## src/logic/timer_types_pkg.sv

```systemverilog
package timer_types_pkg;

    // Byte offset of a register inside the peripheral window
    typedef logic [7:0] reg_offset_t;

    // Pause handshake with the power manager
    typedef enum logic [1:0] {
        RUN    = 2'd0,
        PAUSED = 2'd1,
        RESUME = 2'd2
    } pause_state_e;

    // APB slave phases, setup is taken in IDLE
    typedef enum logic {
        IDLE   = 1'b0,
        ACCESS = 1'b1
    } apb_state_e;

endpackage

```

## src/logic/timer_reg_pkg.sv

```systemverilog
package timer_reg_pkg;

    // Register map
    localparam timer_types_pkg::reg_offset_t CR_OFFSET  = 8'h00;
    localparam timer_types_pkg::reg_offset_t PR_OFFSET  = 8'h04;
    localparam timer_types_pkg::reg_offset_t VR_OFFSET  = 8'h08;
    localparam timer_types_pkg::reg_offset_t ARR_OFFSET = 8'h0C;
    localparam timer_types_pkg::reg_offset_t ER_OFFSET  = 8'h10;
    localparam timer_types_pkg::reg_offset_t IER_OFFSET = 8'h14;

    // Bit positions
    localparam int unsigned CR_ENABLE_BIT   = 0;
    localparam int unsigned ER_OVERFLOW_BIT = 0;

    // Reset values, truncated to the counter width where used
    localparam logic [63:0] PR_RESET  = 64'd1;
    localparam logic [63:0] ARR_RESET = '1;

endpackage

```

## src/logic/timer_cfg_if.sv

```systemverilog
`timescale 1ns/100ps

interface timer_cfg_if #(
    parameter int DATA_WIDTH = 32
);
    typedef logic [DATA_WIDTH-1:0] data_t;

    logic  enable;
    logic  hold;
    data_t prescale;
    data_t reload;
    logic  load_strobe;
    data_t load_value;
    logic  tick;
    data_t value;
    logic  overflow;

    modport ctrl (
        output enable, hold, prescale, reload, load_strobe, load_value,
        input  value, overflow
    );

    modport presc (
        input  enable, hold, prescale,
        output tick
    );

    modport count (
        input  tick, reload, load_strobe, load_value,
        output value, overflow
    );

endinterface

```

## src/logic/timer_counter.sv

```systemverilog
`timescale 1ns/100ps

module timer_counter #(
    parameter int DATA_WIDTH = 32
) (
    input  logic       seq,
    input  logic       reset,
    timer_cfg_if.count cfg
);
    typedef logic [DATA_WIDTH-1:0] data_t;

    data_t value_q;
    logic  overflow_q;

    always_ff @(posedge seq) begin
        if (reset) begin
            value_q    <= '0;
            overflow_q <= 1'b0;
        end else begin
            overflow_q <= 1'b0;
            // Software load wins over a tick in the same cycle
            if (cfg.load_strobe) begin
                value_q <= cfg.load_value;
            end else if (cfg.tick) begin
                if (value_q == cfg.reload) begin
                    value_q    <= '0;
                    overflow_q <= 1'b1;
                end else begin
                    value_q <= value_q + data_t'(1);
                end
            end
        end
    end

    assign cfg.value    = value_q;
    assign cfg.overflow = overflow_q;

endmodule

```

## src/logic/timer_events.sv

```systemverilog
`timescale 1ns/100ps

module timer_events (
    input  logic seq,
    input  logic reset,
    input  logic overflow,
    input  logic irq_enable,
    input  logic clear_strobe,
    output logic er_value,
    output logic irq
);
    logic er_q;
    logic irq_q;

    always_ff @(posedge seq) begin
        if (reset) begin
            er_q  <= 1'b0;
            irq_q <= 1'b0;
        end else begin
            // A new event beats a clear in the same cycle
            er_q  <= overflow || (er_q && !clear_strobe);
            irq_q <= er_q && irq_enable;
        end
    end

    assign er_value = er_q;
    assign irq      = irq_q;

endmodule

```

## src/logic/timer_prescaler.sv

```systemverilog
`timescale 1ns/100ps

module timer_prescaler #(
    parameter int DATA_WIDTH = 32
) (
    input  logic       seq,
    input  logic       reset,
    timer_cfg_if.presc cfg
);
    typedef logic [DATA_WIDTH-1:0] data_t;

    data_t count_q;
    data_t start;

    // Prescale of 0 acts as 1
    assign start = (cfg.prescale == '0) ? '0 : cfg.prescale - data_t'(1);

    always_ff @(posedge seq) begin
        if (reset) begin
            count_q <= '0;
        end else if (!cfg.enable) begin
            count_q <= start;
        end else if (!cfg.hold) begin
            if (count_q == '0) begin
                count_q <= start;
            end else begin
                count_q <= count_q - data_t'(1);
            end
        end
    end

    assign cfg.tick = cfg.enable && !cfg.hold && (count_q == '0);

endmodule

```

## src/logic/timer_regs.sv

```systemverilog
`timescale 1ns/100ps

module timer_regs #(
    parameter int DATA_WIDTH = 32,
    parameter int ADDR_WIDTH = 32
) (
    input  logic                    seq,
    input  logic                    reset,
    input  logic [ADDR_WIDTH-1:0]   paddr,
    input  logic                    psel,
    input  logic                    penable,
    input  logic                    pwrite,
    input  logic [DATA_WIDTH-1:0]   pwdata,
    input  logic [DATA_WIDTH/8-1:0] pstrb,
    output logic [DATA_WIDTH-1:0]   prdata,
    output logic                    pready,
    output logic                    pslverr,
    input  logic                    pause_req,
    output logic                    pause_ack,
    input  logic                    er_value,
    output logic                    irq_enable,
    output logic                    clear_strobe,
    timer_cfg_if.ctrl               cfg
);
    typedef logic [DATA_WIDTH-1:0] data_t;

    localparam data_t PR_INIT  = data_t'(timer_reg_pkg::PR_RESET);
    localparam data_t ARR_INIT = data_t'(timer_reg_pkg::ARR_RESET);

    timer_types_pkg::apb_state_e   apb_state;
    timer_types_pkg::pause_state_e pause_state;
    timer_types_pkg::reg_offset_t  offset;

    logic  enable_q;
    logic  ier_q;
    data_t prescale_q;
    data_t reload_q;
    data_t rdata;
    logic  hit;
    logic  access;
    logic  wr_en;

    // Only the low byte selects a register, the base is decoded upstream
    assign offset = timer_types_pkg::reg_offset_t'(paddr[7:0]);

    always_ff @(posedge seq) begin
        if (reset) begin
            apb_state <= timer_types_pkg::IDLE;
        end else begin
            case (apb_state)
                timer_types_pkg::IDLE:
                    if (psel && !penable) apb_state <= timer_types_pkg::ACCESS;
                default:
                    apb_state <= timer_types_pkg::IDLE;
            endcase
        end
    end

    // Zero wait states
    assign access  = (apb_state == timer_types_pkg::ACCESS) && psel && penable;
    assign pready  = access;
    assign pslverr = access && !hit;

    // Full-word writes only, an empty strobe writes nothing
    assign wr_en = access && pwrite && hit && (pstrb != '0);

    always_comb begin
        hit   = 1'b1;
        rdata = '0;
        case (offset)
            timer_reg_pkg::CR_OFFSET:  rdata[timer_reg_pkg::CR_ENABLE_BIT] = enable_q;
            timer_reg_pkg::PR_OFFSET:  rdata = prescale_q;
            timer_reg_pkg::VR_OFFSET:  rdata = cfg.value;
            timer_reg_pkg::ARR_OFFSET: rdata = reload_q;
            timer_reg_pkg::ER_OFFSET:  rdata[timer_reg_pkg::ER_OVERFLOW_BIT] = er_value;
            timer_reg_pkg::IER_OFFSET: rdata[timer_reg_pkg::ER_OVERFLOW_BIT] = ier_q;
            default:                   hit = 1'b0;
        endcase
    end

    assign prdata = rdata;

    always_ff @(posedge seq) begin
        if (reset) begin
            enable_q   <= 1'b0;
            prescale_q <= PR_INIT;
            reload_q   <= ARR_INIT;
            ier_q      <= 1'b0;
        end else if (wr_en) begin
            case (offset)
                timer_reg_pkg::CR_OFFSET:  enable_q <= pwdata[timer_reg_pkg::CR_ENABLE_BIT];
                timer_reg_pkg::PR_OFFSET:  prescale_q <= pwdata;
                timer_reg_pkg::ARR_OFFSET: reload_q <= pwdata;
                timer_reg_pkg::IER_OFFSET: ier_q <= pwdata[timer_reg_pkg::ER_OVERFLOW_BIT];
                default: ;
            endcase
        end
    end

    // Pause handshake, counting stays frozen through RESUME
    always_ff @(posedge seq) begin
        if (reset) begin
            pause_state <= timer_types_pkg::RUN;
        end else begin
            case (pause_state)
                timer_types_pkg::RUN:
                    if (pause_req) pause_state <= timer_types_pkg::PAUSED;
                timer_types_pkg::PAUSED:
                    if (!pause_req) pause_state <= timer_types_pkg::RESUME;
                default:
                    pause_state <= timer_types_pkg::RUN;
            endcase
        end
    end

    assign pause_ack = (pause_state == timer_types_pkg::PAUSED);

    assign cfg.enable      = enable_q;
    assign cfg.hold        = (pause_state != timer_types_pkg::RUN);
    assign cfg.prescale    = prescale_q;
    assign cfg.reload      = reload_q;
    assign cfg.load_strobe = wr_en && (offset == timer_reg_pkg::VR_OFFSET);
    assign cfg.load_value  = pwdata;

    // ER is write-one-to-clear
    assign clear_strobe = wr_en && (offset == timer_reg_pkg::ER_OFFSET)
                          && pwdata[timer_reg_pkg::ER_OVERFLOW_BIT];
    assign irq_enable   = ier_q;

endmodule

```

## src/logic/timer_top.sv

```systemverilog
`timescale 1ns/100ps

module timer_top #(
    parameter int DATA_WIDTH = 32,
    parameter int ADDR_WIDTH = 32
) (
    input  logic                    seq,
    input  logic                    reset,
    input  logic [ADDR_WIDTH-1:0]   paddr,
    input  logic                    psel,
    input  logic                    penable,
    input  logic                    pwrite,
    input  logic [DATA_WIDTH-1:0]   pwdata,
    input  logic [DATA_WIDTH/8-1:0] pstrb,
    output logic [DATA_WIDTH-1:0]   prdata,
    output logic                    pready,
    output logic                    pslverr,
    input  logic                    pause_req,
    output logic                    pause_ack,
    output logic                    irq
);
    logic er_value;
    logic irq_enable;
    logic clear_strobe;

    timer_cfg_if #(.DATA_WIDTH(DATA_WIDTH)) cfg ();

    timer_regs #(
        .DATA_WIDTH(DATA_WIDTH),
        .ADDR_WIDTH(ADDR_WIDTH)
    ) i_regs (
        .seq          (seq),
        .reset        (reset),
        .paddr        (paddr),
        .psel         (psel),
        .penable      (penable),
        .pwrite       (pwrite),
        .pwdata       (pwdata),
        .pstrb        (pstrb),
        .prdata       (prdata),
        .pready       (pready),
        .pslverr      (pslverr),
        .pause_req    (pause_req),
        .pause_ack    (pause_ack),
        .er_value     (er_value),
        .irq_enable   (irq_enable),
        .clear_strobe (clear_strobe),
        .cfg          (cfg.ctrl)
    );

    timer_prescaler #(.DATA_WIDTH(DATA_WIDTH)) i_prescaler (
        .seq   (seq),
        .reset (reset),
        .cfg   (cfg.presc)
    );

    timer_counter #(.DATA_WIDTH(DATA_WIDTH)) i_counter (
        .seq   (seq),
        .reset (reset),
        .cfg   (cfg.count)
    );

    timer_events i_events (
        .seq          (seq),
        .reset        (reset),
        .overflow     (cfg.overflow),
        .irq_enable   (irq_enable),
        .clear_strobe (clear_strobe),
        .er_value     (er_value),
        .irq          (irq)
    );

endmodule

```

## config.mk

```make
export PLATFORM = sky130hd
export DESIGN_NAME = timer_top
export DESIGN_NICKNAME = d
export VERILOG_FILES = /design/src/logic/timer_types_pkg.sv /design/src/logic/timer_reg_pkg.sv /design/src/logic/timer_cfg_if.sv /design/src/logic/timer_counter.sv /design/src/logic/timer_events.sv /design/src/logic/timer_prescaler.sv /design/src/logic/timer_regs.sv /design/src/logic/timer_top.sv
export SDC_FILE = /design/constraint.sdc
export NUM_CORES = 1
export LEC_CHECK = 0
export ABC_AREA = 1
export BUFFER_PORTS_ARGS = -buffer_cell sky130_fd_sc_hd__buf_4
export CAP_MARGIN = 0
export CORE_ASPECT_RATIO = 1.25
export CORE_MARGIN = 2
export CORE_UTILIZATION = 55
export DETAILED_ROUTE_END_ITERATION = 16
export MAX_ROUTING_LAYER = met4
export PLACE_DENSITY = 0.76
export SLEW_MARGIN = 5
export SYNTH_ARGS = -nofsm -noshare
export SYNTH_HDL_FRONTEND = slang
export SYNTH_HIERARCHICAL = 1
export SYNTH_SLANG_ARGS = --single-unit
```

## constraint.sdc

```tcl
create_clock -name seq -period 2.5 [get_ports seq]
set_clock_uncertainty 0.15 [all_clocks]
set_input_delay 0.125 -clock seq [delete_from_list [all_inputs] [get_ports seq]]
set_output_delay 0.125 -clock seq [all_outputs]
set_load 0.03 [all_outputs]
```

==> reports/metrics.cfg, run 1 <==
[route]
first_pass_iters = 5
drcViolationCount = 0
wire_per_inst_um = 16.94
routed_wl_mm = 31.79
drt-initial-drc-count = 866
postRouteAntennaNets = 0
dr_total_vias = 10486
avgViaCountPerCell = 5.590

[timing]
worst_pin_slew_ns = 0.7843
max_freq_mhz = 430.2
rsz0062_at_grt = no
fin_crit_ns = 2.325
fin_crit_sh_pct = 92.99
setup_viol = 0
setup-tns-final_ns = 0
whs_ns = 0.06476
hold_violations = 0
relSlewSlack_pct = 47.65
final_max_slew_viol_count = 0

[global_routing]
grt_pass1_vias = 9880
grtUsageTotal_pct = 35.30
grt_remaining_overflow = 0
grt_max_degree = 66
antenna_found_initial = 0
grt_pass1_wl_mm = 50.69

[power]
ir_drop_v = 0.0004346
cellPowerDensity_nw_per_um2 = 451.5
leakagePower_uw = 0.005317

[finish]
area_delta_synth_final_pct = 18.63
fill_cells = 1570
most-common-layout-cells = 417 x nand2_1, 251 x nor2_1, 143 x inv_1, 136 x dfxtp_1, 123 x buf_4
antennaDiodeCount = 0
drive_above_1_share_pct = 14.89
fin_nets = 1717
final_common_cell = nand2_1

[flow_run]
cap_violations = 0

[floorplanning]
die_h_um = 152.8
coreArea_um2 = 17430
fp.dieArea_um2 = 18790
io_pins = 110
initial_core_util_pct = 55.86
fp-row-count = 54
die_w_um = 123.0

[setup_path]
path_max_fanout = 19
critPathBufInv = 2
worstRegToRegCells = 8
cpMostUsedCell = nor2_2
cp.depth = 8
cp.arrival_ns = 2.46
required_ns = 2.64
critPathKind = reg -> reg
crit_chain = or2_2 > nor2_1 > inv_1 > nor2_2 > nor2_2 > buf_12 > a22oi_1 > a21oi_1
cp-end-kind = flop
critPathSlowestCell = dfxtp_1
cp-start-kind = flop
cp_top_family = simple AND/OR/NAND/NOR gates
max_stage_delay_ns = 0.33

[yosys]
synthTopCellsByArea = dfxtp_1 28%, nand2_1 16%, nor2_1 9.9%, nand3_1 5.8%, inv_1 5.6%
synth-seq-area-share_pct = 27.96
synth.largest_area_cell = dfxtp_1
syn-num-nets = 1627
yosys_warnings = 6
synth-seq-cells = 136
synth_edf_count = 0
syn_avg_cell_area_um2 = 6.286
netlist_area_um2 = 9737
synth_top_cell_area_share_pct = 27.96
synthFlopType = dfxtp_1
netlist_instances = 1549
synth_cell_types = 41
async_flop_share_pct = 0

[clock_tree]
htreeDepth = 4
cts_buffers = 17
clk_pin_slew_ns = 0.07
cts_root_buf = clkbuf_16
clk_latency_ns = 0.43
postCtsSetupRepairBufs = 0
cts_tree = done
clock_sinks = 136
clockBufferDepth = 2

[placed_design]
io_buffer_count = 85
dp_hpwl_mm = 23.00
place.gp.congestion = 1.006

[min_path]
hold_class = in -> reg
hold-path-cell-count = 7

[outcome]
status = finished, final reports clean

[synthesized netlist by cell type (3+ instances only)]
library cell,n
ha_1,4
xnor2_1,37
inv_2,5
dfxtp_1,136
inv_1,144
or2_2,4
nor2_2,16
buf_4,37
nand2_1,417
nor2_1,256
nor3_1,9
a21oi_2,11
o211ai_1,33
buf_2,21
nand3_1,113
nor3_2,4
clkbuf_1,31
nand4_1,53
o21ai_0,30
xor2_1,48
nand2_4,4
nor2_4,9
buf_1,3
nand3_2,3
a21oi_1,41
nand3b_1,8
nand2_2,17
a22oi_1,36
[state kept, by name, indices dropped and copies added (netlist names)]
signal                  flops
i_regs/irq_enable           1
i_events/irq                1
i_regs/pause_state          2
i_counter/cfg.value        32
i_regs/cfg.enable           1
i_prescaler/count_q        32
i_regs/cfg.reload          32
i_regs/apb_state            1
i_counter/cfg.overflow      1
i_regs/cfg.prescale        32
i_events/er_value           1
[cell families (layout without fill, tap and decap cells)]
| family | Yosys count | count (layout) | share of synthesized area (%) |
|---|---|---|---|
| flip-flops | 136 | 136 | 27.96 |
| AND/OR/NAND/NOR | 920 | 920 | 41.76 |
| adder cells (fa/ha/maj) | 4 | 4 | 0.5140 |
| buffers and inverters | 243 | 346 | 11.23 |
| XOR/XNOR | 86 | 86 | 7.813 |
| AO/OA/AOI/OAI | 160 | 160 | 10.72 |
[area by class of cell]
type,instances,area [um^2],share of cell area (%)
timing repair buffer,164,1384,11.98
clock inverter,12,186.4,1.614
multi-input combinational,1170,5948,51.49
tap,224,280.3,2.426
inverter,150,563.0,4.874
clock buffer,20,466.7,4.040
sequential,136,2723,23.57
[worst register-to-register path, cell delays in order, from the launching register on]
cell	delay [ns]
dfxtp_1	0.33
or2_2	0.31
nor2_1	0.30
inv_1	0.13
nor2_2	0.25
nor2_2	0.20
buf_12	0.22
a22oi_1	0.18
a21oi_1	0.10
[path summary, 6_finish.rpt]
check                                           start  slack, ns                     end
worst max-delay path            i_regs/pause_state[1]       0.18  i_counter/cfg.value[7]
worst min-delay path                         paddr[5]       0.06       i_regs/irq_enable
worst max register to register  i_regs/pause_state[1]       0.18  i_counter/cfg.value[7]
worst min register to register      i_regs/irq_enable       0.30            i_events/irq
[per-layer routing]
metal  vias to the layer above  share of wire, %  GRT usage, %
li1                       5141                 -             -
met1                      4804                39         40.19
met2                       436                51         60.91
met3                       105               5.3         3.668
met4                         0               4.9         16.99
met5                         -                 0             -
[what timing repair did]
action,4_1_cts,5_1_grt
gates resized for setup,0,2
hold buffers,36,0
endpoints found under the hold margin,116,0
endpoints found under the setup margin,0,20
[per-stage QoR]
| stage | utilization, % | worst slack (ns) | power (uW) | std cells | cell area (um^2) |
|---|---|---|---|---|---|
| detailed placement | 60.42 | 0.1461 | 2395 | 1808 | 10530 |
| finish | 66.26 | 0.1753 | 5215 | 1876 | 11550 |
| floorplan | - | 0.07929 | 2315 | 1549 | 9738 |
| global route | 66.26 | 0.01275 | 5345 | 1876 | 11550 |
| global placement | 60.42 | 0.1597 | 2395 | 1808 | 10530 |
| CTS | 66.24 | 0.08180 | 5231 | 1876 | 11550 |
[power by group]
group / internal (uW) / total (uW) / switching [uW]
sequential: 2170 / 2170 / 1.02
clock: 1760 / 2820 / 1050
combinational: 105 / 228 / 123
Power figures use the tool's default switching activity.
==> run 2: changes to the inputs <==
--- a/config.mk
+++ b/config.mk
@@ -6,14 +6,14 @@
 export NUM_CORES = 1
 export LEC_CHECK = 0
 export ABC_AREA = 1
-export BUFFER_PORTS_ARGS = -buffer_cell sky130_fd_sc_hd__buf_4
 export CAP_MARGIN = 0
 export CORE_ASPECT_RATIO = 1.25
 export CORE_MARGIN = 2
 export CORE_UTILIZATION = 55
 export DETAILED_ROUTE_END_ITERATION = 16
+export DONT_BUFFER_PORTS = 1
 export MAX_ROUTING_LAYER = met4
-export PLACE_DENSITY = 0.76
+export PLACE_DENSITY = 0.7
 export SLEW_MARGIN = 5
 export SYNTH_ARGS = -nofsm -noshare
 export SYNTH_HDL_FRONTEND = slang
==> reports/metrics.cfg, run 2 (same netlist as run 1, synthesis figures left out) <==
[timing]
setup_viol = 0  ; unchanged
max_freq_mhz = 423.1  ; -1.6%
setup-tns-final_ns = 0  ; unchanged
fin_crit_sh_pct = 94.55  ; +1.6 points
final_max_slew_viol_count = 0  ; unchanged
whs_ns = 0.01108  ; -0.05367 ns
fin_crit_ns = 2.364  ; +0.03898 ns
worst_pin_slew_ns = 0.7235  ; -0.06081 ns
relSlewSlack_pct = 51.70  ; +4.0 points
hold_violations = 0  ; unchanged

[route]
avgViaCountPerCell = 5.601  ; +0.20%
dr_total_vias = 10266  ; -2.1%
wire_per_inst_um = 17.49  ; +3.2%
first_pass_iters = 6  ; +1
drcViolationCount = 0  ; unchanged
routed_wl_mm = 32.05  ; +0.84%
postRouteAntennaNets = 0  ; unchanged
drt-initial-drc-count = 1018  ; +18%

[finish]
stdcell_count = 1833  ; -2.3%
fin_nets = 1676  ; -2.4%
fin_util_pct = 64.59  ; -1.7 points
final_common_cell = nand2_1
design_area_um2 = 11260  ; -2.5%
multi_input_area_um2 = 5954  ; +0.11%
drive_above_1_share_pct = 12.18  ; -2.7 points
area_delta_synth_final_pct = 15.64
register_area_um2 = 2723  ; unchanged
most-common-layout-cells = 417 x nand2_1, 253 x nor2_1, 142 x inv_1, 136 x dfxtp_1, 113 x nand3_1
antennaDiodeCount = 0  ; unchanged
fill_cells = 1640  ; +4.5%

[setup_path]
worstSetupStartpoint = paddr[3]
reg2reg_slack_ns = 0.23  ; +0.05 ns
r2r-start = i_prescaler/count_q[23]
cp-end-kind = output pin
worstRegToRegCells = 12  ; +4
r2r_end = i_counter/cfg.value[12]
cp-start-kind = input pin
path_max_fanout = 13  ; -6
cp.arrival_ns = 2.09  ; -0.37 ns
required_ns = 2.23  ; -0.41 ns
worstSetupEndpoint = prdata[11]
critPathKind = in -> out

[floorplanning]
die_w_um = 123.0  ; unchanged
initial_core_util_pct = 55.86  ; unchanged
fp-row-count = 54  ; unchanged
fp.dieArea_um2 = 18790  ; unchanged
io_pins = 110  ; unchanged
die_h_um = 152.8  ; unchanged
coreArea_um2 = 17430  ; unchanged

[clock_tree]
clk_latency_ns = 0.43  ; about the same
cts_root_buf = clkbuf_16
cts_buffers = 17  ; unchanged
clockBufferDepth = 2  ; unchanged
cts_tree = done
clock_sinks = 136  ; unchanged
htreeDepth = 4  ; unchanged
clk_pin_slew_ns = 0.06  ; about the same

[outcome]
status = finished, final reports clean

[placed_design]
place.gp.congestion = 0.9622  ; -4.4%
dp_cells = 1758  ; -2.8%
io_buffer_count = 0  ; -100%
dpl_cell_area_um2 = 10160  ; -3.6%
dp_hpwl_mm = 22.81  ; -0.82%

[flow_run]
cap_violations = 0  ; unchanged

[global_routing]
grt_pass1_wl_mm = 50.89  ; +0.41%
grt_max_degree = 66  ; unchanged
antenna_found_initial = 0  ; unchanged
grtUsageTotal_pct = 35.56  ; +0.25 points
grt_pass1_vias = 9816  ; -0.65%
grt_remaining_overflow = 0  ; unchanged

[power]
cellPowerDensity_nw_per_um2 = 441.6  ; -2.2%
leakagePower_uw = 0.005138  ; -3.4%
ir_drop_v = 0.0004281  ; -1.5%

[min_path]
hold_class = in -> reg

-- run 2: cell types whose count changed in the layout (fill, tap and decap cells not counted), sizes merged --
| cell | previous run | this run |
|---|---|---|
| clkinvlp | 3 | 4 |
| clkinv | 2 | 5 |
| inv | 153 | 149 |
| bufinv | 4 | 3 |
| dlygate4sd3 | 36 | 42 |
| buf | 128 | 80 |
-- run 2: timing repair --
action                                  4_1_cts  5_1_grt
endpoints found under the hold margin       136        0
setup buffers                                 0        2
hold buffers                                 43        0
gates resized for setup                       0        6
endpoints found under the setup margin        0       67
-- run 2: routing by layer --
layer  part of all wire (%)  global-route usage, %
met5                      0                      -
met4                    4.1                  16.13
met3                    5.9                  5.090
met2                     51                  60.30
met1                     39                  40.97
-- run 2: power breakdown --
part / leakage [uW] / switching [uW] / internal, uW / total (uW)
Sequential: 0.00110 / 1.02 / 2170 / 2170
Clock: 0.000287 / 1020 / 1610 / 2630
Combinational: 0.00375 / 109 / 63.4 / 173
-- run 2: cell type report --
type                       count  share of cell area [%]
clock inverter                11                   1.322
timing repair buffer         123                   10.07
clock buffer                  19                   4.023
inverter                     150                   5.034
sequential                   136                   24.18
tap                          224                   2.489
multi-input combinational   1170                   52.88
-- run 2: per-stage QoR --
stage,power [uW],setup WS (ns)
2_1_floorplan,2315,0.07929
3_3_place_gp,2287,0.1201
3_5_place_dp,2287,0.07537
4_1_cts,4978,0.02918
5_1_grt,5068,-0.0006402
6_report,4972,0.1363
-- run 2: how the worst min path moves through the flow --
stage	start	to	slack [ns]	depth (start not counted)
2_1_floorplan	reset	i_regs/irq_enable	0.05	1
3_3_place_gp	pause_req	i_regs/pause_state[1]	0.05	1
3_5_place_dp	pause_req	i_regs/pause_state[1]	0.05	1
4_1_cts	paddr[0]	i_regs/cfg.enable	0.00007	7
5_1_grt	paddr[0]	i_regs/cfg.enable	0.1	7
6_report	paddr[0]	i_regs/cfg.enable	0.01	7
-- run 2: critical path, cell delays in order --
cell and delay (ns):
dlygate4sd3_1 0.56, nor2_1 0.10, nand2_1 0.12, nor2_4 0.21
clkinvlp_4 0.14, buf_12 0.17, buf_4 0.16, o211ai_1 0.28
buf_4 0.23
==> run 3: changes to the inputs <==
==> constraint.sdc (replaced) <==
create_clock -name seq -period 2.5 [get_ports seq]
set_clock_uncertainty 0.15 [all_clocks]
set_input_delay 0.25 -clock seq [delete_from_list [all_inputs] [get_ports seq]]
set_output_delay 0.25 -clock seq [all_outputs]
set_load 0.03 [all_outputs]
==> reports/metrics.cfg, run 3 (same netlist as run 1, synthesis figures left out) <==
[outcome]
status = finished, final reports clean

[finish]
most-common-layout-cells = 417 x nand2_1, 251 x nor2_1, 143 x inv_1, 136 x dfxtp_1, 113 x nand3_1
drive_above_1_share_pct = 12.23  ; +0.053 points
fill_cells = 1710  ; +4.3%
fin_nets = 1668  ; -0.48%
register_area_um2 = 2723  ; unchanged
multi_input_area_um2 = 5948  ; -0.11%
final_common_cell = nand2_1
fin_util_pct = 63.69  ; -0.90 points
area_delta_synth_final_pct = 14.02

[min_path]
min-delay-start = reset
hold_class = in -> reg

[clock_tree]
postCtsSetupRepairBufs = 0  ; unchanged
cts_tree = done
clk_pin_slew_ns = 0.06  ; about the same
clockBufferDepth = 2  ; unchanged
clk_latency_ns = 0.43  ; about the same
clock_sinks = 136  ; unchanged
cts_root_buf = clkbuf_16
cts_buffers = 17  ; unchanged
htreeDepth = 4  ; unchanged

[timing]
finalWorstSetupSlack_ns = 0.1578  ; +0.02147 ns
relSlewSlack_pct = 47.55  ; -4.1 points
rsz0062_at_grt = yes
worst_pin_slew_ns = 0.7859  ; +0.06242 ns
final_max_slew_viol_count = 0  ; unchanged
fin_crit_ns = 2.342  ; -0.02147 ns
setup_viol = 0  ; unchanged
max_freq_mhz = 427.0  ; +0.92%
fin_crit_sh_pct = 93.69  ; -0.86 points
hold_violations = 0  ; unchanged

[setup_path]
worstSetupStartpoint = i_regs/pause_state[1]
max_stage_delay_ns = 0.33  ; -0.23 ns
crit_chain = or2_2 > nor2_1 > inv_1 > nor2_2 > nor2_2 > buf_12 > a22oi_1 > a21oi_1
r2r-start = i_regs/pause_state[1]
cpMostUsedCell = nor2_2
path_max_fanout = 18  ; +5
required_ns = 2.63  ; +0.40 ns
critPathKind = reg -> reg
cp.arrival_ns = 2.48  ; +0.39 ns
cp-end-kind = flop
cp-start-kind = flop
critPathSlowestCell = dfxtp_1

[floorplanning]
initial_core_util_pct = 55.86  ; unchanged
coreArea_um2 = 17430  ; unchanged
die_h_um = 152.8  ; unchanged
fp.dieArea_um2 = 18790  ; unchanged
die_w_um = 123.0  ; unchanged
fp-row-count = 54  ; unchanged
io_pins = 110  ; unchanged

[power]
fin_total_pwr_uw = 4779  ; -3.9%
ir_drop_v = 0.0004406  ; +2.9%
leakagePower_uw = 0.005046  ; -1.8%
cellPowerDensity_nw_per_um2 = 430.5  ; -2.5%

[flow_run]
cap_violations = 0  ; unchanged

[route]
routed_wl_mm = 31.56  ; -1.5%
first_pass_iters = 8  ; +2
wire_per_inst_um = 17.26  ; -1.3%
drt-initial-drc-count = 867  ; -15%
drcViolationCount = 0  ; unchanged
avgViaCountPerCell = 5.557  ; -0.77%
dr_total_vias = 10159  ; -1.0%
postRouteAntennaNets = 0  ; unchanged

[global_routing]
antenna_found_initial = 2  ; +2
grtUsageTotal_pct = 35.13  ; -0.42 points
grt_pass1_wl_mm = 50.37  ; -1.0%
grt_remaining_overflow = 0  ; unchanged
grt_max_degree = 66  ; unchanged
grt_pass1_vias = 9746  ; -0.71%

[placed_design]
io_buffer_count = 0  ; unchanged
post-place-ws_ns = 0.1228  ; +0.04744 ns
dp_hpwl_mm = 22.72  ; -0.39%
place.gp.congestion = 1.002  ; +4.1%

run 3: critical path: cells and delay by family, from the launching register on:
family          cells  cell delay (ns)
compound gates      2             0.27
buf+inv             2             0.37
simple gates        4             1.08
flops               1             0.33
run 3: through the flow:
step                hold slack, ns  area, um^2   TNS, ns  std cells
floorplan                   0.1715        9738         0       1549
global placement            0.1766       10150         0       1759
detailed placement          0.1791       10150         0       1759
CTS                      0.0001840       11090         0       1826
global route               0.01450       11100  -0.04482       1828
finish                     0.02170       11100         0       1828
run 3: cell type report:
| class | instances | area share (%) |
|---|---|---|
| multi-input cells | 1170 | 53.58 |
| flip-flops and latches | 136 | 24.52 |
| repair buffers | 115 | 9.196 |
| inverters | 150 | 5.072 |
| clock buffers | 19 | 3.990 |
| well taps | 224 | 2.525 |
| clock inverters | 12 | 1.071 |
| diodes | 2 | 0.04508 |
run 3: path summary, 6_finish.rpt:
check                                 to  depth (start not counted)  slack, ns
setup / recovery  i_counter/cfg.value[7]                          8       0.16
hold / removal    i_prescaler/count_q[8]                          3       0.02
setup reg to reg  i_counter/cfg.value[7]                          8       0.16
hold reg to reg        i_events/er_value                          2       0.28
run 3: what timing repair did:
item / 4_1_cts / 5_1_grt
endpoints found under the hold margin: 127 / 0
resized for setup: 0 / 2
endpoints found under the setup margin: 0 / 44
hold buffers: 36 / 0
run 3: routing by layer:
layer / routed length (um) / up-vias / GRT usage [%]
met5: 0 / - / -
met2: 16050 / 378 / 59.77
met3: 1822 / 81 / 5.689
met1: 12340 / 4665 / 40.11
li1: - / 5035 / -
met4: 1340 / 0 / 15.42
run 3: power breakdown:
part | switching, uW | internal, uW
sequential | 0.950 | 2170
combinational | 105 | 58.6
clock | 1040 | 1400
